==> config.mk <==
export PLATFORM = sky130hd
export DESIGN_NAME = frontend
export DESIGN_NICKNAME = d
export VERILOG_FILES = /design/src/rtl/fe_isa_pkg.sv /design/src/rtl/fe_cfg_pkg.sv /design/src/rtl/fetch_pc_gen.sv /design/src/rtl/apb_fetch_master.sv /design/src/rtl/multi_channel_fifo.sv /design/src/rtl/inst_decoder.sv /design/src/rtl/frontend.sv
export SDC_FILE = /design/constraint.sdc
export NUM_CORES = 1
export LEC_CHECK = 0
export ABC_AREA = 0
export BUFFER_PORTS_ARGS = -buffer_cell sky130_fd_sc_hd__buf_4
export CORE_MARGIN = 5
export CORE_UTILIZATION = 40
export CTS_CLUSTER_SIZE = 10
export DETAILED_ROUTE_END_ITERATION = 6
export PLACE_DENSITY_LB_ADDON = 0.1
export SYNTH_ARGS = -nofsm -noshare
export SYNTH_HDL_FRONTEND = slang
export SYNTH_SLANG_ARGS = --single-unit
==> constraint.sdc <==
create_clock -name clk -period 9 [get_ports clk]
set_input_delay 1.8 -clock clk [delete_from_list [all_inputs] [get_ports clk]]
set_output_delay 1.8 -clock clk [all_outputs]
set_load 0.01 [all_outputs]
==> src/rtl/fe_isa_pkg.sv <==
`default_nettype none

package fe_isa_pkg;

    typedef logic [31:0] inst_word_t;
    typedef logic [4:0]  reg_idx_t;
    typedef logic [5:0]  opcode_t;

    // register usage class of one instruction
    typedef enum logic [2:0] {
        REG_TYPE_I,
        REG_TYPE_RW,
        REG_TYPE_RRW,
        REG_TYPE_W,
        REG_TYPE_RR,
        REG_TYPE_BL,
        REG_TYPE_CSRXCHG
    } reg_type_e;

    // major opcode sits in the top six bits
    localparam int OPCODE_LSB = 26;

    localparam opcode_t OP_ALU3R  = 6'b000000;
    localparam opcode_t OP_CSR    = 6'b000001;
    localparam opcode_t OP_ALU2RI = 6'b000010;
    localparam opcode_t OP_LU12I  = 6'b000101;
    localparam opcode_t OP_LOAD   = 6'b001010;
    localparam opcode_t OP_JIRL   = 6'b010011;
    localparam opcode_t OP_BL     = 6'b010101;
    localparam opcode_t OP_BEQ    = 6'b010110;
    localparam opcode_t OP_BNE    = 6'b010111;

    // register field positions
    localparam int RD_LSB = 0;
    localparam int RJ_LSB = 5;
    localparam int RK_LSB = 10;

    // link register written by bl
    localparam reg_idx_t REG_RA = 5'd1;

    localparam reg_idx_t REG_ZERO = 5'd0;

endpackage

`default_nettype wire

==> src/rtl/fe_cfg_pkg.sv <==
`default_nettype none

package fe_cfg_pkg;

    // byte address of an instruction
    typedef logic [31:0] pc_t;

    // apb read data
    typedef logic [31:0] apb_data_t;

    // one fetch unit is an aligned pair of words
    localparam pc_t PAIR_BYTES = 32'd8;

    // apb fetch sequencing
    typedef enum logic [1:0] {
        FS_IDLE,
        FS_SETUP,
        FS_ACCESS,
        FS_PUSH
    } fetch_state_e;

endpackage

`default_nettype wire

==> src/rtl/fetch_pc_gen.sv <==
`timescale 1ns/1ps
`default_nettype none

module fetch_pc_gen #(
    parameter fe_cfg_pkg::pc_t RESET_PC = 32'h0000_1000
) (
    input  logic            clk,
    input  logic            arst_n_i,
    input  logic            redirect_valid_i,
    input  fe_cfg_pkg::pc_t redirect_pc_i,
    input  logic            pair_take_i,
    output fe_cfg_pkg::pc_t pair_addr_o,
    output logic [1:0]      slot_mask_o
);

    localparam fe_cfg_pkg::pc_t PAIR_MASK = ~(fe_cfg_pkg::PAIR_BYTES - 32'd1);

    fe_cfg_pkg::pc_t pair_addr_q;
    logic [1:0]      slot_mask_q;

    // redirect wins over a sequential step
    always_ff @(posedge clk or negedge arst_n_i) begin
        if (!arst_n_i) begin
            pair_addr_q <= RESET_PC & PAIR_MASK;
            slot_mask_q <= 2'b11;
        end else if (redirect_valid_i) begin
            pair_addr_q <= redirect_pc_i & PAIR_MASK;
            // odd word target skips slot 0
            slot_mask_q <= {1'b1, ~redirect_pc_i[2]};
        end else if (pair_take_i) begin
            pair_addr_q <= pair_addr_q + fe_cfg_pkg::PAIR_BYTES;
            slot_mask_q <= 2'b11;
        end
    end

    assign pair_addr_o = pair_addr_q;
    assign slot_mask_o = slot_mask_q;

endmodule

`default_nettype wire

==> src/rtl/apb_fetch_master.sv <==
`timescale 1ns/1ps
`default_nettype none

module apb_fetch_master (
    input  logic                          clk,
    input  logic                          arst_n_i,
    input  logic                          flush_i,
    input  fe_cfg_pkg::pc_t               pair_addr_i,
    input  logic [1:0]                    slot_mask_i,
    input  fe_cfg_pkg::apb_data_t         prdata_i,
    input  logic                          pready_i,
    input  logic                          push_ready_i,
    output logic                          pair_take_o,
    output fe_cfg_pkg::pc_t               paddr_o,
    output logic                          psel_o,
    output logic                          penable_o,
    output logic                          push_valid_o,
    output logic [1:0]                    push_num_o,
    output fe_isa_pkg::inst_word_t [1:0]  push_word_o,
    output fe_cfg_pkg::pc_t [1:0]         push_pc_o
);

    fe_cfg_pkg::fetch_state_e state_q;
    fe_cfg_pkg::fetch_state_e state_d;

    fe_cfg_pkg::pc_t              word_addr_q;
    logic                         more_q;
    logic                         stale_q;
    logic [1:0]                   cnt_q;
    fe_isa_pkg::inst_word_t [1:0] words_q;
    fe_cfg_pkg::pc_t [1:0]        pcs_q;
    logic                         beat_done;

    assign beat_done = (state_q == fe_cfg_pkg::FS_ACCESS) && pready_i;

    always_comb begin
        state_d     = state_q;
        pair_take_o = 1'b0;
        case (state_q)
            fe_cfg_pkg::FS_IDLE: begin
                // never latch a pair that the redirect is replacing
                if (!flush_i) begin
                    pair_take_o = 1'b1;
                    state_d     = fe_cfg_pkg::FS_SETUP;
                end
            end
            fe_cfg_pkg::FS_SETUP: begin
                state_d = fe_cfg_pkg::FS_ACCESS;
            end
            fe_cfg_pkg::FS_ACCESS: begin
                if (pready_i) begin
                    if (stale_q || flush_i) begin
                        state_d = fe_cfg_pkg::FS_IDLE;
                    end else if (more_q) begin
                        state_d = fe_cfg_pkg::FS_SETUP;
                    end else begin
                        state_d = fe_cfg_pkg::FS_PUSH;
                    end
                end
            end
            fe_cfg_pkg::FS_PUSH: begin
                if (flush_i || push_ready_i) begin
                    state_d = fe_cfg_pkg::FS_IDLE;
                end
            end
            default: begin
                state_d = fe_cfg_pkg::FS_IDLE;
            end
        endcase
    end

    always_ff @(posedge clk or negedge arst_n_i) begin
        if (!arst_n_i) begin
            state_q     <= fe_cfg_pkg::FS_IDLE;
            word_addr_q <= '0;
            more_q      <= 1'b0;
            stale_q     <= 1'b0;
            cnt_q       <= 2'd0;
        end else begin
            state_q <= state_d;
            if (state_q == fe_cfg_pkg::FS_IDLE) begin
                stale_q <= 1'b0;
            end else if (flush_i) begin
                stale_q <= 1'b1;
            end
            if (pair_take_o) begin
                // start at the first word the mask keeps
                word_addr_q <= {pair_addr_i[31:3], ~slot_mask_i[0], 2'b00};
                more_q      <= &slot_mask_i;
                cnt_q       <= 2'd0;
            end else if (beat_done) begin
                word_addr_q <= word_addr_q | 32'd4;
                more_q      <= 1'b0;
                cnt_q       <= cnt_q + 2'd1;
            end
        end
    end

    // words are compacted into slot 0 upwards
    always_ff @(posedge clk) begin
        if (beat_done) begin
            words_q[cnt_q[0]] <= prdata_i;
            pcs_q[cnt_q[0]]   <= word_addr_q;
        end
    end

    assign paddr_o   = word_addr_q;
    assign psel_o    = (state_q == fe_cfg_pkg::FS_SETUP) || (state_q == fe_cfg_pkg::FS_ACCESS);
    assign penable_o = (state_q == fe_cfg_pkg::FS_ACCESS);

    assign push_valid_o = (state_q == fe_cfg_pkg::FS_PUSH);
    assign push_num_o   = cnt_q;
    assign push_word_o  = words_q;
    assign push_pc_o    = pcs_q;

endmodule

`default_nettype wire

==> src/rtl/multi_channel_fifo.sv <==
`timescale 1ns/1ps
`default_nettype none

module multi_channel_fifo #(
    parameter int FIFO_DEPTH = 8,
    parameter int DATA_WIDTH = 64
) (
    input  logic                       clk,
    input  logic                       arst_n_i,
    input  logic                       flush_i,
    input  logic [1:0]                 write_num_i,
    input  logic [1:0][DATA_WIDTH-1:0] write_data_i,
    input  logic                       read_ready_i,
    input  logic [1:0]                 read_num_i,
    output logic                       write_ready_o,
    output logic [1:0]                 read_valid_o,
    output logic [1:0][DATA_WIDTH-1:0] read_data_o
);

    localparam int AW         = $clog2(FIFO_DEPTH);
    localparam int CW         = AW + 1;
    localparam int BANK_DEPTH = FIFO_DEPTH / 2;

    // even entries in bank 0, odd entries in bank 1
    logic [DATA_WIDTH-1:0] bank_mem [2][BANK_DEPTH];

    logic [AW-1:0] wr_ptr_q;
    logic [AW-1:0] rd_ptr_q;
    logic [CW-1:0] count_q;

    logic [1:0]            push_num;
    logic [1:0]            pop_num;
    logic [AW-1:0]         wr_idx     [2];
    logic [AW-1:0]         rd_idx     [2];
    logic                  bank_we    [2];
    logic [AW-2:0]         bank_row   [2];
    logic [DATA_WIDTH-1:0] bank_wdata [2];

    assign write_ready_o   = (count_q <= CW'(FIFO_DEPTH - 2));
    assign read_valid_o[0] = (count_q >= CW'(1));
    assign read_valid_o[1] = (count_q >= CW'(2));

    assign push_num = write_ready_o ? write_num_i : 2'd0;
    assign pop_num  = read_ready_i ? read_num_i : 2'd0;

    always_comb begin
        for (int i = 0; i < 2; i++) begin
            wr_idx[i]      = wr_ptr_q + AW'(i);
            rd_idx[i]      = rd_ptr_q + AW'(i);
            read_data_o[i] = bank_mem[rd_idx[i][0]][rd_idx[i][AW-1:1]];
        end
        // consecutive entries always land in different banks
        for (int b = 0; b < 2; b++) begin
            if (wr_ptr_q[0] == b[0]) begin
                bank_we[b]    = !flush_i && (push_num >= 2'd1);
                bank_row[b]   = wr_idx[0][AW-1:1];
                bank_wdata[b] = write_data_i[0];
            end else begin
                bank_we[b]    = !flush_i && (push_num >= 2'd2);
                bank_row[b]   = wr_idx[1][AW-1:1];
                bank_wdata[b] = write_data_i[1];
            end
        end
    end

    always_ff @(posedge clk) begin
        for (int b = 0; b < 2; b++) begin
            if (bank_we[b]) begin
                bank_mem[b][bank_row[b]] <= bank_wdata[b];
            end
        end
    end

    always_ff @(posedge clk or negedge arst_n_i) begin
        if (!arst_n_i) begin
            wr_ptr_q <= '0;
            rd_ptr_q <= '0;
            count_q  <= '0;
        end else if (flush_i) begin
            wr_ptr_q <= '0;
            rd_ptr_q <= '0;
            count_q  <= '0;
        end else begin
            wr_ptr_q <= wr_ptr_q + AW'(push_num);
            rd_ptr_q <= rd_ptr_q + AW'(pop_num);
            count_q  <= count_q + CW'(push_num) - CW'(pop_num);
        end
    end

endmodule

`default_nettype wire

==> src/rtl/inst_decoder.sv <==
`timescale 1ns/1ps
`default_nettype none

module inst_decoder (
    input  fe_isa_pkg::inst_word_t inst_i,
    output fe_isa_pkg::reg_type_e  reg_type_o,
    output fe_isa_pkg::reg_idx_t   r_reg0_o,
    output fe_isa_pkg::reg_idx_t   r_reg1_o,
    output fe_isa_pkg::reg_idx_t   w_reg_o
);

    fe_isa_pkg::opcode_t  opcode;
    fe_isa_pkg::reg_idx_t rd;
    fe_isa_pkg::reg_idx_t rj;
    fe_isa_pkg::reg_idx_t rk;

    assign opcode = inst_i[fe_isa_pkg::OPCODE_LSB +: $bits(fe_isa_pkg::opcode_t)];
    assign rd     = inst_i[fe_isa_pkg::RD_LSB +: $bits(fe_isa_pkg::reg_idx_t)];
    assign rj     = inst_i[fe_isa_pkg::RJ_LSB +: $bits(fe_isa_pkg::reg_idx_t)];
    assign rk     = inst_i[fe_isa_pkg::RK_LSB +: $bits(fe_isa_pkg::reg_idx_t)];

    // class from the major opcode
    always_comb begin
        case (opcode)
            fe_isa_pkg::OP_ALU3R:  reg_type_o = fe_isa_pkg::REG_TYPE_RRW;
            fe_isa_pkg::OP_CSR:    reg_type_o = fe_isa_pkg::REG_TYPE_CSRXCHG;
            fe_isa_pkg::OP_ALU2RI: reg_type_o = fe_isa_pkg::REG_TYPE_RW;
            fe_isa_pkg::OP_LU12I:  reg_type_o = fe_isa_pkg::REG_TYPE_W;
            fe_isa_pkg::OP_LOAD:   reg_type_o = fe_isa_pkg::REG_TYPE_RW;
            fe_isa_pkg::OP_JIRL:   reg_type_o = fe_isa_pkg::REG_TYPE_RW;
            fe_isa_pkg::OP_BL:     reg_type_o = fe_isa_pkg::REG_TYPE_BL;
            fe_isa_pkg::OP_BEQ:    reg_type_o = fe_isa_pkg::REG_TYPE_RR;
            fe_isa_pkg::OP_BNE:    reg_type_o = fe_isa_pkg::REG_TYPE_RR;
            default:               reg_type_o = fe_isa_pkg::REG_TYPE_I;
        endcase
    end

    // register fields by class
    always_comb begin
        r_reg0_o = fe_isa_pkg::REG_ZERO;
        r_reg1_o = fe_isa_pkg::REG_ZERO;
        w_reg_o  = fe_isa_pkg::REG_ZERO;
        case (reg_type_o)
            fe_isa_pkg::REG_TYPE_RRW: begin
                r_reg0_o = rk;
                r_reg1_o = rj;
                w_reg_o  = rd;
            end
            fe_isa_pkg::REG_TYPE_RW: begin
                r_reg1_o = rj;
                w_reg_o  = rd;
            end
            fe_isa_pkg::REG_TYPE_W: begin
                w_reg_o = rd;
            end
            // branches compare rd against rj
            fe_isa_pkg::REG_TYPE_RR: begin
                r_reg0_o = rd;
                r_reg1_o = rj;
            end
            fe_isa_pkg::REG_TYPE_BL: begin
                w_reg_o = fe_isa_pkg::REG_RA;
            end
            // csrxchg reads and writes rd
            fe_isa_pkg::REG_TYPE_CSRXCHG: begin
                r_reg0_o = rd;
                r_reg1_o = rj;
                w_reg_o  = rd;
            end
            default: begin
                r_reg0_o = fe_isa_pkg::REG_ZERO;
            end
        endcase
    end

endmodule

`default_nettype wire

==> src/rtl/frontend.sv <==
`timescale 1ns/1ps
`default_nettype none

module frontend #(
    parameter fe_cfg_pkg::pc_t RESET_PC   = 32'h0000_1000,
    parameter int              FIFO_DEPTH = 8
) (
    input  logic                         clk,
    input  logic                         arst_n_i,
    // instruction memory bus
    output fe_cfg_pkg::pc_t              paddr_o,
    output logic                         psel_o,
    output logic                         penable_o,
    output logic                         pwrite_o,
    input  fe_cfg_pkg::apb_data_t        prdata_i,
    input  logic                         pready_i,
    input  logic                         pslverr_i,
    // redirect from backend
    input  logic                         redirect_valid_i,
    input  fe_cfg_pkg::pc_t              redirect_pc_i,
    // issue handshake
    input  logic [1:0]                   issue_num_i,
    input  logic                         backend_stall_i,
    output logic [1:0]                   inst_valid_o,
    output fe_cfg_pkg::pc_t [1:0]        inst_pc_o,
    output fe_isa_pkg::inst_word_t [1:0] inst_word_o,
    output fe_isa_pkg::reg_type_e [1:0]  reg_type_o,
    output fe_isa_pkg::reg_idx_t [1:0]   r_reg0_o,
    output fe_isa_pkg::reg_idx_t [1:0]   r_reg1_o,
    output fe_isa_pkg::reg_idx_t [1:0]   w_reg_o
);

    localparam int WORD_W  = $bits(fe_isa_pkg::inst_word_t);
    localparam int PC_W    = $bits(fe_cfg_pkg::pc_t);
    localparam int ENTRY_W = WORD_W + PC_W;

    logic                         fe_flush;
    fe_cfg_pkg::pc_t              pair_addr;
    logic [1:0]                   slot_mask;
    logic                         pair_take;
    logic                         push_valid;
    logic [1:0]                   push_num;
    fe_isa_pkg::inst_word_t [1:0] push_word;
    fe_cfg_pkg::pc_t [1:0]        push_pc;
    logic                         fifo_write_ready;
    logic [1:0]                   fifo_write_num;
    logic [1:0][ENTRY_W-1:0]      fifo_wdata;
    logic [1:0][ENTRY_W-1:0]      fifo_rdata;

    // slave errors are not handled in the fetch path
    assign fe_flush = redirect_valid_i;
    assign pwrite_o = 1'b0;

    fetch_pc_gen #(
        .RESET_PC(RESET_PC)
    ) u_pc_gen (
        .clk,
        .arst_n_i,
        .redirect_valid_i,
        .redirect_pc_i,
        .pair_take_i (pair_take),
        .pair_addr_o (pair_addr),
        .slot_mask_o (slot_mask)
    );

    apb_fetch_master u_fetch (
        .clk,
        .arst_n_i,
        .flush_i      (fe_flush),
        .pair_addr_i  (pair_addr),
        .slot_mask_i  (slot_mask),
        .prdata_i,
        .pready_i,
        .push_ready_i (fifo_write_ready),
        .pair_take_o  (pair_take),
        .paddr_o,
        .psel_o,
        .penable_o,
        .push_valid_o (push_valid),
        .push_num_o   (push_num),
        .push_word_o  (push_word),
        .push_pc_o    (push_pc)
    );

    // entry layout is pc above word
    assign fifo_write_num = push_valid ? push_num : 2'd0;

    always_comb begin
        for (int s = 0; s < 2; s++) begin
            fifo_wdata[s]  = {push_pc[s], push_word[s]};
            inst_pc_o[s]   = fifo_rdata[s][ENTRY_W-1:WORD_W];
            inst_word_o[s] = fifo_rdata[s][WORD_W-1:0];
        end
    end

    multi_channel_fifo #(
        .FIFO_DEPTH (FIFO_DEPTH),
        .DATA_WIDTH (ENTRY_W)
    ) u_inst_fifo (
        .clk,
        .arst_n_i,
        .flush_i       (fe_flush),
        .write_num_i   (fifo_write_num),
        .write_data_i  (fifo_wdata),
        .read_ready_i  (~backend_stall_i),
        .read_num_i    (issue_num_i),
        .write_ready_o (fifo_write_ready),
        .read_valid_o  (inst_valid_o),
        .read_data_o   (fifo_rdata)
    );

    // one decoder per read slot
    for (genvar s = 0; s < 2; s++) begin : g_dec
        inst_decoder u_dec (
            .inst_i     (inst_word_o[s]),
            .reg_type_o (reg_type_o[s]),
            .r_reg0_o   (r_reg0_o[s]),
            .r_reg1_o   (r_reg1_o[s]),
            .w_reg_o    (w_reg_o[s])
        );
    end

endmodule

`default_nettype wire

* Word-level counts from Yosys, hierarchy flattened
Memory sizes are Yosys's and may differ from the RTL's.
Index checks and enable logic that the tools add are counted.
W data, S select, Z words.
** Storage, ports and cells
- Flip-flop bits (word level) :: 210
- RAM bits :: 512
- Memory bits (read-only) :: 192
- Input bits :: 72
- Output and inout port bits :: 201
- Word-level logic and storage cells :: 143
- Memories :: 3
** Memory list
- u_inst_fifo.bank_mem :: depth 2, bits a word 256, rd ports 2, clocked after Yosys merged registers in 0, write ports 2, line multi_channel_fifo.sv:25 : logic [DATA_WIDTH-1:0] bank_mem [2][BANK_DEPTH];
- (name not given) :: depth 32, bits a word 3, rd ports 1, clocked after Yosys merged registers in 0, write ports 0, line inst_decoder.sv:24 : case (opcode)
- (name not given) :: depth 32, bits a word 3, rd ports 1, clocked after Yosys merged registers in 0, write ports 0, line inst_decoder.sv:24
** Operators by class
- $add $sub $neg :: 8
- Magnitude comparators :: 13
- Equality and inequality tests :: 18
- Multiplexer cells :: 58
- Bitwise logic cells :: 6
- Reductions and logical operators :: 22
** Operators by type and width (number)
- $mux W256 :: 2
- $mux W64 :: 8
- $bmux W64 S2 :: 2
- $demux W64 S2 :: 2
- $bwmux W64 :: 2
- $mux W32 :: 4
- $pmux W5 S2 :: 4
- $add A32 B4 Y32 const B :: 1
- $demux W32 S1 :: 1
- $mux W2 :: 14
- $eq A3 B3 Y1 const B :: 6
- $reduce_or A4 Y1 :: 4
- $mux W3 :: 5
- $eq A3 B2 Y1 const B :: 4
- $ge A3 B3 Y1 const B :: 4
- $not A2 Y3 :: 4
- $mux W1 :: 10
- $mux W5 :: 2
- $pmux W2 S4 :: 1
- $add A3 B1 Y3 const B :: 2
- $add A3 B2 Y3 :: 2
- $eq A3 B1 Y1 const B :: 2
- $logic_and A1 B1 Y1 :: 6
- $lt A3 B1 Y1 const B :: 2
- other kinds (23) :: 31

* Logic depth before layout (Yosys ltp)
An unclocked memory read counts as a cell.
- Depth after elaboration :: 10
- Gate-level depth with buffers :: 12
- Depth with buffers taken out :: 12

* Cells and area by module
Synthesis repeated with hierarchy kept, for this count alone.
** Unflattened totals
- Cell total of the unflattened synthesis :: 1830
- Area total of the unflattened synthesis :: 33399.5 µm²
** By module, submodules not included
- multi_channel_fifo :: times used 1, cells each 1200, area each 25485.7 µm², seq. area each 15625.0 µm²
- apb_fetch_master :: times used 1, cells each 292, area each 5247.5 µm², seq. area each 4624.4 µm²
- fetch_pc_gen :: times used 1, cells each 203, area each 1757.9 µm², seq. area each 753.2 µm²
- inst_decoder :: times used 2, cells each 65, area each 440.4 µm², seq. area each 0.0 µm²
- frontend :: times used 1, cells each 5, area each 27.5 µm², seq. area each 0.0 µm²

* Worst setup path after synthesis
Ideal clock, no wire load.
- Kind :: in2reg
- Start :: input port redirect_valid_i
- End :: memory u_inst_fifo.bank_mem[1][100] (netlist name) (enable)
- Setup time :: 0.658 ns
- Data arrival time :: 8.638 ns
- Required time :: 8.342 ns
- Setup slack :: -0.295 ns
- Stages on the path :: 2
- Buffers on the path :: 0
- Cells stage by stage :: or3_1 -> nor4b_1
** RTL lines
- start: declaration :: line frontend.sv:19 : input logic redirect_valid_i,
- end: declaration :: line multi_channel_fifo.sv:25

==> flow_metrics.tcl <==
set metrics [dict create \
    status "complete, no violations" \
    synth_top_area_share_pct 58.1 \
    ff2ff_path_depth 7 \
    regToRegSetupSlack_ns 4.27 \
    whs_path_depth 2 \
    antenna_found_initial 0 \
    period_minus_slack_ns 7.07 \
    clockBufferDepth 3 \
    seq_area_frac_synth_pct 64.1 \
    r2r-start "u_inst_fifo.wr_ptr_q[0]" \
    row_count 103 \
    vias 17400 \
    htreeDepth 3 \
    vias_per_cell 5.55 \
    powerDensity_mw_per_mm2 239 \
    cts_made_buffers 82 \
    gr-total-overflow 0 \
    tns_ns 0 \
    cp.required_ns 7.20 \
    async_reset_ff_share_pct 10.9 \
    path_cells "buf_4, buf_4, mux4_2, mux2_2, nor2_1, nand4_1, o22ai_1, buf_4" \
    place_congestion 0.772 \
    antenna_left 0 \
    drcViolationCount 0 \
    first_iter_violations 1086 \
    r2r_end "u_inst_fifo.bank_mem[0][95]" \
    crit_top_cell "buf_4" \
    synth_ff_type "edfxtp_1" \
    yosys.area.top_type "edfxtp_1" \
    io-pin-count 273 \
    dpl.hpwl_um 50600 \
    slowest_delay_ns 0.97 \
    die_y_um 293 \
    cpMaxStageDelayCell "buf_4" \
    finalHoldViolCount 0 \
    post_cts_buffers 0 \
    fin_skew_ns 0.0158 \
    dieArea_mm2 0.0859 \
    crit_type "reg2out" \
    critPathArrivalTime_ns 5.27 \
    synth_cell_types 59 \
    fmax_mhz 141 \
    hp-class "reg2reg" \
    hold_slack_ns 0.486 \
    synth-edff-count 620 \
    final_layout_size_suffix_gt1_share_pct 42.8 \
    syn2layout_area_growth_pct 17.1 \
    ys_warn_count 0 \
    drtPass1Iterations 5 \
    grt_pass1_vias 18800 \
    max_slew.worst_pin.slew_ns 1.14 \
    synth-seq-cells 696 \
    postSynthAreaPerCell_um2 18.2 \
    wl_um 82900 \
    maxCapViolCount 0 \
    postCtsResizedCells 0 \
    syn_inst 1763 \
    period_share_pct 78.6 \
    initial_core_util_pct 40.4 \
    setup_violations 0 \
    place_ws_ns 2.42 \
    cts_tree "yes" \
    critPathMaxFanout 70 \
    timing.final.ws_setup_ns 1.93 \
    grt_usage_pct 19.1 \
    startpoint_type "flip-flop" \
    insertion_delay_ns 0.61 \
    die_w_um 293 \
    netlist_area_mm2 0.0320 \
    clk_pin_slew_worst_paths_ns 0.06 \
    nNetsFinal 2132 \
    clockRootBuffer "clkbuf_16" \
    synth_commonest_cells "edfxtp_1 (620), mux4_2 (243), mux2_2 (227)" \
    leakagePower_nw 12.5 \
    grt_max_degree 79 \
    grt_pass1_wl_um 122000 \
    relSlewSlack_pct 23.8 \
    rsz0062_at_grt "false" \
    synth.most_common_cell "edfxtp_1" \
    power_mw 8.97 \
    final.fill_count 6752 \
    ctsHoldBuffers 0 \
    portBuffers 262 \
    endpoint_kind "primary output" \
    min-delay-start "u_pc_gen.pair_addr_o[31]" \
    coreArea_mm2 0.0793 \
    hold_end "u_fetch.paddr_o[31]" \
    slew_violations 0 \
    cts_sinks 696 \
    peakVddDrop_v 0.000125 \
    wl_per_cell_um 26.5 \
    synthTopCellsByArea "edfxtp_1 (58%), mux4_2 (17%), mux2_2 (8.0%)" \
]
==> where the power goes <==
part | leakage (nW) | switching (mW) | total, mW | internal [mW]
Combinational | 4.86 | 1.03 | 1.92 | 0.892
Sequential | 6.53 | 0.217 | 4.12 | 3.90
Clock | 1.12 | 1.23 | 2.94 | 1.71
Total | 12.5 | 2.47 | 8.97 | 6.50
==> worst max-delay path, delay by kind of cell (launching register included) <==
family	cells	cell delay (ns)
AO/OA/AOI/OAI	1	0.35
flip-flops	1	0.60
AND/OR/NAND/NOR	2	0.81
multiplexers	2	0.87
buffers and inverters	3	1.99
==> kinds of logic after synthesis <==
logic type / Yosys count / share of synthesized area (%)
compound gates: 89 / 1.66
buf+inv: 157 / 2.19
fa+ha+maj: 21 / 0.890
xor+xnor: 37 / 1.03
simple gates: 250 / 3.68
other cells: 1 / 0.0117
flops: 696 / 64.1
mux: 512 / 26.5
==> routing by layer <==
layer / part of all wire [%] / routed length [um] / track usage (%) / vias up
met4: 1.9 / 1560 / 4.71 / 0
met5: 0 / 0 / 0 / -
met1: 41 / 34100 / 24.8 / 9182
met3: 5.5 / 4580 / 3.47 / 97
li1: - / - / - / 7654
met2: 52 / 42700 / 33.4 / 458
==> layout by cell type, fill, tap and decap left out, types with 7 or more instances in the layout <==
cell,n
conb_1,7
edfxtp_1,620
clkbuf_16,84
nor2_1,28
ha_1,17
mux2_2,227
clkbuf_1,30
a21oi_1,11
mux2i_1,35
nor3_1,8
nand4_1,13
nand3_1,10
xor2_1,7
buf_4,298
nor2b_1,8
nor3b_1,12
nand2_1,129
inv_1,40
mux4_2,243
nor4_1,12
o21ai_0,43
xnor2_1,29
dfrtp_1,70
a211oi_1,11
==> worst max-delay path by stage <==
stage          slack (ns)                           end                     from
4_1_cts              1.74                   r_reg0_o[0]  u_inst_fifo.rd_ptr_q[0]
5_1_grt              1.50                   r_reg0_o[4]  u_inst_fifo.rd_ptr_q[0]
6_report             1.93                   r_reg0_o[0]  u_inst_fifo.rd_ptr_q[0]
3_3_place_gp         2.49                   r_reg0_o[0]  u_inst_fifo.rd_ptr_q[0]
3_5_place_dp         2.42                   r_reg0_o[0]  u_inst_fifo.rd_ptr_q[0]
2_1_floorplan        0.25  u_inst_fifo.bank_mem[1][192]         redirect_valid_i
==> registers in the layout, indices dropped and copies added, names as in the netlist, 2 cells and up <==
register / flops
u_fetch.push_pc_o: 60
u_fetch.state_q: 2
u_fetch.paddr_o: 30
u_pc_gen.pair_addr_o: 29
u_fetch.push_word_o: 64
u_inst_fifo.count_q: 4
u_inst_fifo.wr_ptr_q: 3
u_inst_fifo.bank_mem: 496
u_inst_fifo.rd_ptr_q: 3
u_fetch.push_num_o: 2
==> final cells by class <==
type / instances / area [um2] / area share (%)
Antenna cell: 1 / 2.50 / 0.00667
Timing Repair Buffer: 298 / 2240 / 5.96
Clock buffer: 115 / 2230 / 5.94
Tap cell: 1050 / 1310 / 3.50
Sequential cell: 696 / 20500 / 54.7
Multi-Input combinational cell: 916 / 10900 / 29.2
Clock inverter: 11 / 91.3 / 0.243
Inverter: 45 / 169 / 0.450
==> through the flow <==
stage	instance area [um2]	utilization, %	std cells
floorplan	32100	-	1769
global placement	35200	44.4	3005
detailed placement	35200	44.4	3005
CTS	37500	47.3	3131
global route	37500	47.3	3131
finish	37500	47.3	3132
(Power assumes the default switching activity.)
